`config.mk`:
```
export PLATFORM = sky130hd
export DESIGN_NAME = heap_top
export DESIGN_NICKNAME = d
export VERILOG_FILES = /design/src/hdl/word_pkg.sv /design/src/hdl/heap_pkg.sv /design/src/hdl/heap_alloc.sv /design/src/hdl/heap_bram.sv /design/src/hdl/heap_op_decode.sv /design/src/hdl/heap_top.sv
export VERILOG_INCLUDE_DIRS = /design/src /design/src/hdl
export SDC_FILE = /design/constraint.sdc
export NUM_CORES = 2
export LEC_CHECK = 0
export BUFFER_PORTS_ARGS = -buffer_cell sky130_fd_sc_hd__buf_2
export CAP_MARGIN = 10
export CORE_ASPECT_RATIO = 0.6
export CORE_MARGIN = 3
export CORE_UTILIZATION = 35
export DETAILED_ROUTE_END_ITERATION = 10
export PLACE_DENSITY = 0.57
export SYNTH_ARGS = -nofsm -noshare
export SYNTH_HDL_FRONTEND = slang
export SYNTH_SLANG_ARGS = --single-unit
```
`constraint.sdc`:
```
create_clock -name i_clk -period 11.15 [get_ports i_clk]
set_input_delay 0.5575 -clock i_clk [delete_from_list [all_inputs] [get_ports i_clk]]
set_output_delay 0.5575 -clock i_clk [all_outputs]
set_load 0.01 [all_outputs]
```
`src/hdl/heap_config.svh`:
```
//########################################
// heap sizing macros
//  WORD_SZ     bits per tagged word
//  ADDR_SZ     bits of physical address
//  HEAP_DEPTH  number of ram words
//########################################

`ifndef HEAP_CONFIG_SVH
`define HEAP_CONFIG_SVH

// tag layout in word_pkg only works for 16-bit words
`define WORD_SZ     16

`define ADDR_SZ     8                   // low byte of a heap address
`define HEAP_DEPTH  (1 << `ADDR_SZ)     // one block ram

`endif

```
`src/hdl/word_pkg.sv`:
```
//########################################
// tagged-word package
//  word_t      word with four type tags
//  ADDR_BASE   tag pattern of heap cells
//  reserved_e  reserved constant values
//########################################

`include "heap_config.svh"

package word_pkg;

    typedef struct packed {
        logic                   dir;    // direct fixnum / indirect ptr
        logic                   mut;    // mutable / rom
        logic                   opq;    // opaque cap / transparent ram
        logic                   vlt;    // volatile / reserved
        logic [`WORD_SZ-5:0]    field;  // payload, offset for pointers
    } word_t;

    localparam word_t ADDR_BASE = 16'h5000;     // mut + vlt, offset 0

    typedef enum logic [`WORD_SZ-1:0] {
        UNDEF = 16'h0000,                       // idle value of o_addr
        NIL   = 16'h0001,                       // empty list, ends the free-list
        TRUE  = 16'h0002,
        FALSE = 16'h0003,
        UNIT  = 16'h0004,                       // inert result
        ZERO  = 16'h8000                        // fixnum +0
    } reserved_e;

endpackage

```
`src/hdl/heap_pkg.sv`:
```
//########################################
// heap request package
//  heap_op_e   decoded request opcode
//  ptr_req_t   pointer port request
//  mem_req_t   memory port request
//  ram_port_t  one block ram access
//########################################

`include "heap_config.svh"

package heap_pkg;

    import word_pkg::*;

    typedef enum logic [2:0] {
        OP_IDLE       = 3'd0,
        OP_ALLOC      = 3'd1,   // top or free-list head
        OP_FREE       = 3'd2,   // push onto free-list
        OP_ALLOC_FREE = 3'd3,   // freed cell handed straight back
        OP_READ       = 3'd4,
        OP_WRITE      = 3'd5,
        OP_READ_WRITE = 3'd6,
        OP_ERROR      = 3'd7    // bad pattern or out of memory
    } heap_op_e;

    typedef struct packed {
        logic   alloc;          // alloc strobe
        logic   free;           // free strobe
        word_t  data;           // initial value of the new cell
        word_t  addr;           // cell being freed
    } ptr_req_t;

    typedef struct packed {
        logic   rd;             // read strobe
        logic   wr;             // write strobe
        word_t  raddr;
        word_t  waddr;
        word_t  wdata;
    } mem_req_t;

    typedef struct packed {
        logic                   en;
        logic [`ADDR_SZ-1:0]    addr;   // physical cell index
        word_t                  data;   // don't care on the read port
    } ram_port_t;

endpackage

```
`src/hdl/heap_alloc.sv`:
```
//########################################
// heap allocator
//  top-of-heap and LIFO free-list
//  free-list links kept in freed cells
//  ram port steering per opcode
//  block ram instance
//########################################

`timescale 1ns/1ps

`include "heap_config.svh"

module heap_alloc
    import word_pkg::*;
    import heap_pkg::*;
(
    input  logic        i_clk,
    input  logic        i_reset,
    input  heap_op_e    i_op,               // already validated
    input  ptr_req_t    i_ptr,
    input  mem_req_t    i_mem,
    output word_t       o_addr,             // UNDEF unless an alloc last cycle
    output word_t       o_rdata,            // ram read data
    output logic        o_exhausted         // no fresh cell and empty list
);

    word_t                  top;            // next fresh cell
    word_t                  head;           // free-list head, NIL when empty
    word_t                  head_link;      // link held in the head cell
    logic                   link_pend;      // head link is on the ram output now
    logic [`ADDR_SZ-1:0]    free_cnt;       // cells on the free-list
    word_t                  ram_rdata;
    word_t                  eff_link;       // link of the current head
    word_t                  alloc_addr;     // cell an alloc alone would return
    logic                   list_empty;
    logic                   pop;            // alloc served from the free-list
    ram_port_t              wr_port;
    ram_port_t              rd_port;

    assign list_empty  = (head == NIL);
    assign pop         = (i_op == OP_ALLOC) && !list_empty;
    assign eff_link    = link_pend ? ram_rdata : head_link;    // pending bypass
    assign alloc_addr  = list_empty ? top : head;
    assign o_exhausted = list_empty && (top[`ADDR_SZ-1:0] == '1); // 255 fresh cells
    assign o_rdata     = ram_rdata;

    always_comb begin
        wr_port = '0;
        rd_port = '0;
        case (i_op)
            OP_ALLOC: begin
                wr_port.en   = 1'b1;
                wr_port.addr = alloc_addr[`ADDR_SZ-1:0];
                wr_port.data = i_ptr.data;              // initial value
                rd_port.en   = pop && (eff_link != NIL); // fetch link of next head
                rd_port.addr = eff_link[`ADDR_SZ-1:0];
            end
            OP_FREE: begin
                wr_port.en   = 1'b1;
                wr_port.addr = i_ptr.addr[`ADDR_SZ-1:0];
                wr_port.data = head;                    // link to old head
            end
            OP_ALLOC_FREE: begin
                wr_port.en   = 1'b1;
                wr_port.addr = i_ptr.addr[`ADDR_SZ-1:0];
                wr_port.data = i_ptr.data;
            end
            OP_READ: begin
                rd_port.en   = 1'b1;
                rd_port.addr = i_mem.raddr[`ADDR_SZ-1:0];
            end
            OP_WRITE: begin
                wr_port.en   = 1'b1;
                wr_port.addr = i_mem.waddr[`ADDR_SZ-1:0];
                wr_port.data = i_mem.wdata;
            end
            OP_READ_WRITE: begin
                rd_port.en   = 1'b1;
                rd_port.addr = i_mem.raddr[`ADDR_SZ-1:0];
                wr_port.en   = 1'b1;
                wr_port.addr = i_mem.waddr[`ADDR_SZ-1:0];
                wr_port.data = i_mem.wdata;
            end
            default: ;                                  // idle, dropped error
        endcase
    end

    always_ff @(posedge i_clk) begin
        if (i_reset) begin
            top       <= ADDR_BASE;
            head      <= NIL;
            link_pend <= 1'b0;
            free_cnt  <= '0;
            o_addr    <= UNDEF;
        end else begin
            o_addr    <= UNDEF;
            link_pend <= 1'b0;
            case (i_op)
                OP_ALLOC: begin
                    o_addr <= alloc_addr;
                    if (list_empty) begin
                        top <= top + 1'b1;              // exhaustion guards the wrap
                    end else begin
                        head      <= eff_link;
                        link_pend <= (eff_link != NIL);
                        free_cnt  <= free_cnt - 1'b1;
                    end
                end
                OP_FREE: begin
                    head     <= i_ptr.addr;
                    free_cnt <= free_cnt + 1'b1;
                end
                OP_ALLOC_FREE: begin
                    o_addr <= i_ptr.addr;               // list untouched
                end
                default: ;
            endcase
        end
    end

    // link capture comes first, a memory read next cycle reuses the port
    always_ff @(posedge i_clk) begin
        if (i_op == OP_FREE) begin
            head_link <= head;                          // known without a read
        end else if (link_pend) begin
            head_link <= ram_rdata;
        end
    end

    heap_bram bram0 (
        .i_clk   (i_clk),
        .i_wr    (wr_port),
        .i_rd    (rd_port),
        .o_rdata (ram_rdata)
    );

    a_alloc_tags: assert property (
        @(posedge i_clk) disable iff (i_reset)
        ($past(i_op) == OP_ALLOC) |-> (o_addr[`WORD_SZ-1 -: 4] == ADDR_BASE[`WORD_SZ-1 -: 4])
    ) else $error("heap_alloc: alloc returned untagged address %h", o_addr);

    a_top_no_wrap: assert property (
        @(posedge i_clk) disable iff (i_reset)
        $changed(top) |-> (top[`ADDR_SZ-1:0] != '0)
    ) else $error("heap_alloc: top wrapped");

    a_head_nil: assert property (
        @(posedge i_clk) disable iff (i_reset)
        list_empty == (free_cnt == '0)
    ) else $error("heap_alloc: head %h with %0d free cells", head, free_cnt);

endmodule

```
`src/hdl/heap_bram.sv`:
```
//########################################
// heap block ram
//  one write port, one read port
//  read data registered, 1 cycle
//########################################

`timescale 1ns/1ps

`include "heap_config.svh"

module heap_bram
    import word_pkg::*;
    import heap_pkg::*;
(
    input  logic        i_clk,
    input  ram_port_t   i_wr,               // write request
    input  ram_port_t   i_rd,               // read request, data ignored
    output word_t       o_rdata             // holds until next read
);

    word_t mem [`HEAP_DEPTH];               // no init, cells written before use

    always_ff @(posedge i_clk) begin
        if (i_wr.en) begin
            mem[i_wr.addr] <= i_wr.data;
        end
    end

    always_ff @(posedge i_clk) begin
        if (i_rd.en) begin
            o_rdata <= mem[i_rd.addr];      // old data on same-address write
        end
    end

    // steering upstream must never hand an unknown index to an enabled port
    a_wr_addr_known: assert property (@(posedge i_clk) i_wr.en |-> !$isunknown(i_wr.addr))
        else $error("heap_bram: X on write address");
    a_rd_addr_known: assert property (@(posedge i_clk) i_rd.en |-> !$isunknown(i_rd.addr))
        else $error("heap_bram: X on read address");

endmodule

```
`src/hdl/heap_op_decode.sv`:
```
//########################################
// heap request decoder
//  strobe pattern -> heap_op_e
//  exhausted alloc -> OP_ERROR
//  sticky halt flag, drives o_err
//########################################

`timescale 1ns/1ps

module heap_op_decode
    import word_pkg::*;
    import heap_pkg::*;
(
    input  logic        i_clk,
    input  logic        i_reset,
    input  ptr_req_t    i_ptr,              // pointer port
    input  mem_req_t    i_mem,              // memory port
    input  logic        i_exhausted,        // no cell left for a plain alloc
    output heap_op_e    o_op,               // combinational
    output logic        o_err               // registered halt
);

    logic [3:0] pattern;                    // {alloc, free, rd, wr}
    heap_op_e   op_raw;                     // before the halt override
    logic       halt;

    assign pattern = {i_ptr.alloc, i_ptr.free, i_mem.rd, i_mem.wr};

    always_comb begin
        case (pattern)
            4'b0000: op_raw = OP_IDLE;
            4'b1000: op_raw = i_exhausted ? OP_ERROR : OP_ALLOC;
            4'b0100: op_raw = OP_FREE;
            4'b1100: op_raw = OP_ALLOC_FREE;    // never runs out, cell recycled
            4'b0010: op_raw = OP_READ;
            4'b0001: op_raw = OP_WRITE;
            4'b0011: op_raw = OP_READ_WRITE;
            default: op_raw = OP_ERROR;         // ports mixed in one cycle
        endcase
    end

    // a halted heap ignores everything until reset
    assign o_op = halt ? OP_IDLE : op_raw;

    always_ff @(posedge i_clk) begin
        if (i_reset) begin
            halt <= 1'b0;
        end else if (op_raw == OP_ERROR) begin
            halt <= 1'b1;                   // sticky
        end
    end

    assign o_err = halt;

    // once raised, the error only clears through a reset cycle
    a_err_sticky: assert property (
        @(posedge i_clk) disable iff (i_reset)
        $fell(o_err) |-> $past(i_reset)
    ) else $error("heap_op_decode: o_err fell without reset");

endmodule

```
`src/hdl/heap_top.sv`:
```
//########################################
// heap allocator top level
//  packs port strobes into request structs
//  request decoder, allocator
//########################################

`timescale 1ns/1ps

module heap_top
    import word_pkg::*;
    import heap_pkg::*;
(
    input  logic    i_clk,
    input  logic    i_reset,
    input  logic    i_alloc,            // allocation request
    input  word_t   i_data,             // initial data
    input  logic    i_free,             // free request
    input  word_t   i_addr,             // address to free
    input  logic    i_wr,               // write request
    input  word_t   i_waddr,
    input  word_t   i_wdata,
    input  logic    i_rd,               // read request
    input  word_t   i_raddr,
    output word_t   o_addr,             // allocated address
    output word_t   o_rdata,            // data read
    output logic    o_err               // sticky, clears on reset
);

    ptr_req_t   ptr_req;
    mem_req_t   mem_req;
    heap_op_e   op;
    logic       exhausted;

    assign ptr_req = '{alloc: i_alloc, free: i_free, data: i_data, addr: i_addr};
    assign mem_req = '{rd: i_rd, wr: i_wr, raddr: i_raddr, waddr: i_waddr, wdata: i_wdata};

    heap_op_decode decode0 (
        .i_clk       (i_clk),
        .i_reset     (i_reset),
        .i_ptr       (ptr_req),
        .i_mem       (mem_req),
        .i_exhausted (exhausted),
        .o_op        (op),
        .o_err       (o_err)
    );

    heap_alloc alloc0 (
        .i_clk       (i_clk),
        .i_reset     (i_reset),
        .i_op        (op),
        .i_ptr       (ptr_req),
        .i_mem       (mem_req),
        .o_addr      (o_addr),
        .o_rdata     (o_rdata),
        .o_exhausted (exhausted)
    );

endmodule

```
==> impl_metrics.env <==
export IMPL_skew_ps=63.00
export IMPL_synth_area_top_cells="edfxtp_1 75%, a21oi_1 4.3%, nand2_1 4.3%, mux2i_1 4.0%, a221oi_1 3.0%"
export IMPL_insertion_delay_ps=960
export IMPL_crit_arrival_ps=7850
export IMPL_viasPerCell=5.693
export IMPL_met1_length_mm=230.1
export IMPL_synth_edf_count=4112
export IMPL_clockBufferDepth=4
export IMPL_routabilityCongestion=0.9039
export IMPL_stdcell_area_um2=185800
export IMPL_num_rows=194
export IMPL_place_area_um2=174000
export IMPL_met2WireLength_mm=216.2
export IMPL_initial_core_util_pct=35.27
export IMPL_syn2layout_area_growth_pct=12.75
export IMPL_cp_top_family="compound AO/OA/AOI/OAI gates"
export IMPL_cts_buffers=355
export IMPL_tns_ps=0
export IMPL_clkTransAtPathRegs_ps=70
export IMPL_slew_viol_final=0
export IMPL_grt_pass1_wl_mm=725.8
export IMPL_fmax_ghz=0.1409
export IMPL_root_buffer="clkbuf_16"
export IMPL_synth_top_cell_area_share_pct=74.93
export IMPL_period_minus_slack_ps=7098
export IMPL_grt_use_total_pct=20.77
export IMPL_layout_nets=11413
export IMPL_dieArea_um2=479400
export IMPL_ys_types=79
export IMPL_postRouteAntennaNets=0
export IMPL_worst_r2r_setup_slack_ps=4050
export IMPL_grt_pass1_vias=91976
export IMPL_drive_gt1_share_pct=10.92
export IMPL_die_x_um=891.9
export IMPL_path_max_fanout=39
export IMPL_leakagePower_nw=65.14
export IMPL_ys_flop_type="edfxtp_1"
export IMPL_synth_avg_cell_area_um2=14.74
export IMPL_finalHoldViolCount=0
export IMPL_critPathCaptureType="flop"
export IMPL_routed_wl_mm=518.5
export IMPL_top_layer_used="met5"
export IMPL_netlist_area_um2=164800
export IMPL_reg2reg_to="alloc0.bram0.o_rdata[5]"
export IMPL_cp_depth=10
export IMPL_synth_seq_cells=4178
export IMPL_cp_start_kind="flop"
export IMPL_vdd_drop_max_uv=119.2
export IMPL_netlist_top_cells_count="4,112 x edfxtp_1, 1,885 x nand2_1, 1,424 x a21oi_1"
export IMPL_status="finished clean"
export IMPL_avgRoutedWirePerCell_um=28.97
export IMPL_numPortBuffers=102
export IMPL_dp_hpwl_mm=297.8
export IMPL_htreeDepth=5
export IMPL_fin_crit_sh_pct=63.66
export IMPL_drtIter0Drc=15835
export IMPL_cts_sinks=4178
export IMPL_die_height_um=537.5
export IMPL_cts_tree="built"
export IMPL_yosys_warnings=0
export IMPL_seq_area_frac_synth_pct=75.73
export IMPL_drcViolationCount=0
export IMPL_max_stage_delay_ps=1020
export IMPL_yosysMostFrequentCell="edfxtp_1"
export IMPL_core_um2=467300
export IMPL_wl_met3_mm=61.16
export IMPL_p_per_area_nw_per_um2=170.4
export IMPL_synth_nets=11268
export IMPL_num_vias=101906
export IMPL_maxSlewHeadroom_pct=12.74
export IMPL_grt_overflow_total=0
export IMPL_crit_type="flop to flop"
export IMPL_grt_max_degree=168
export IMPL_path_buf_inv=1
export IMPL_reg2reg_from="alloc0.link_pend"
export IMPL_maxCapViolations=0
export IMPL_hp_class="input port to flop"
export IMPL_reg2reg_depth=10
export IMPL_crit_start="alloc0.link_pend"
export IMPL_synthCells=11181
export IMPL_synthArstFlopShare_pct=0
export IMPL_cp_cell_sequence="mux2i_1 -> a2111oi_4 -> a21oi_4 -> buf_4 -> nand2_1 -> o221ai_1 -> nor4_1 -> o22ai_1 -> o32ai_1 -> nor3_1"
export IMPL_cp_endpoint="alloc0.bram0.o_rdata[5]"
export IMPL_synth_top_cell_by_area="edfxtp_1"
export IMPL_antenna_found_initial=32
export IMPL_crit_slowest_cell="dfxtp_1"
export IMPL_ios=119
export IMPL_drtPass1Iterations=9
export IMPL_finalSetupViolCount=0
export IMPL_worst_slew_pin_slew_ps=1297
export IMPL_rsz0062_at_grt="false"
export IMPL_cp_required_ps=11900
## worst min path at each step
stage | start | end | depth (start not counted) | slack [ps]
2_1_floorplan | alloc0.top[12] | alloc0.top[12] | 1 | 430
4_1_cts | i_reset | alloc0.top[11] | 2 | 190
3_5_place_dp | alloc0.top[8] | alloc0.o_addr[8] | 2 | 470
3_3_place_gp | alloc0.top[12] | alloc0.top[12] | 1 | 470
6_report | i_reset | alloc0.top[9] | 2 | 290
5_1_grt | i_reset | alloc0.top[11] | 2 | 250
## through the flow
step	std cells	total power, mW	utilization (%)	setup WS, ps	hold slack, ps
floorplan	11181	18.46	-	5301	431.8
CTS	17881	31.74	39.75	4220	189.4
detailed placement	17223	19.11	37.24	4265	469.3
global placement	17223	19.10	37.23	4166	467.8
global route	17882	32.47	39.76	3755	249.4
finish	17900	31.66	39.77	4052	288.7
## state kept, by name (all words and copies together) (netlist names)
register,cells
alloc0.top,16
alloc0.link_pend,1
alloc0.head_link,16
decode0.o_err,1
alloc0.bram0.o_rdata,16
alloc0.bram0.mem,4096
alloc0.head,16
alloc0.o_addr,16
## repair_timing
action                     4_1_cts  5_1_grt
gates resized for setup          0        0
buffers inserted                 0        0
hold buffers                    18        0
setup endpoints to repair        0        0
hold endpoints to repair        26        0
## cells in the final DEF (no fill, tap or decap), drive strengths merged, types with 5 or more instances in the layout
| cell type | netlist | layout |
|---|---|---|
| a221o | 8 | 8 |
| o221ai | 16 | 16 |
| inv | 22 | 28 |
| a221oi | 558 | 558 |
| o211ai | 19 | 19 |
| a31oi | 135 | 135 |
| a211oi | 189 | 189 |
| clkbuf | 295 | 437 |
| nand2 | 1886 | 1886 |
| nor3 | 29 | 29 |
| a222oi | 18 | 18 |
| edfxtp | 4112 | 4112 |
| a22oi | 138 | 138 |
| o32ai | 11 | 11 |
| dfxtp | 66 | 66 |
| a32o | 5 | 5 |
| mux2 | 8 | 8 |
| clkinv | 0 | 139 |
| a22o | 8 | 8 |
| a2111oi | 14 | 14 |
| clkinvlp | 0 | 15 |
| o41ai | 12 | 12 |
| nor2 | 340 | 340 |
| diode | 0 | 19 |
| and2 | 23 | 23 |
| xnor2 | 5 | 5 |
| a21oi | 1425 | 1425 |
| nor2b | 157 | 157 |
| mux2i | 666 | 666 |
| bufinv | 0 | 43 |
| dlygate4sd3 | 0 | 18 |
| nand4 | 9 | 9 |
| buf | 520 | 585 |
| a32oi | 60 | 60 |
| o21ai | 26 | 26 |
| nor4 | 123 | 123 |
| o22ai | 60 | 60 |
| nand3 | 145 | 145 |
| xor2 | 6 | 6 |
| and3 | 10 | 10 |
## where the power goes
part           leakage [nW]  internal (mW)  switching, mW
logic                  16.9          0.341           1.19
registers              42.6           17.2         0.0245
clock network          5.65           7.04           5.82
total                  65.1           24.6           7.03
## kinds of logic (layout without fill, tap and decap cells)
| family | count (synthesis) | after routing | synth area share (%) |
|---|---|---|---|
| DFF | 4178 | 4178 | 75.73 |
| and+or+nand+nor | 2746 | 2746 | 6.953 |
| AOI/OAI and AO/OA | 2734 | 2734 | 10.72 |
| buffers and inverters | 837 | 1265 | 2.436 |
| muxes | 674 | 674 | 4.100 |
| xor gates and xnor gates | 11 | 11 | 0.05846 |
| adders and majority gates | 1 | 1 | 0.007591 |
| other | 0 | 19 | 0 |
## layer usage
| layer | up-vias | GRT usage, % |
|---|---|---|
| met5 | - | 0 |
| met4 | 2 | 4.152 |
| met3 | 639 | 5.669 |
| met1 | 52222 | 32.21 |
| met2 | 5411 | 29.05 |
| li1 | 43632 | - |
## cell type report
class / instances / area, µm²
diodes: 19 / 47.55
clock buffers: 437 / 9445
flip-flops and latches: 4178 / 124800
fillers: 42934 / 281400
multi-input cells: 6166 / 36610
repair buffers: 603 / 4730
clock inverters: 203 / 2132
inverters: 22 / 202.7
well taps: 6272 / 7848
(Power assumes the default switching activity.)
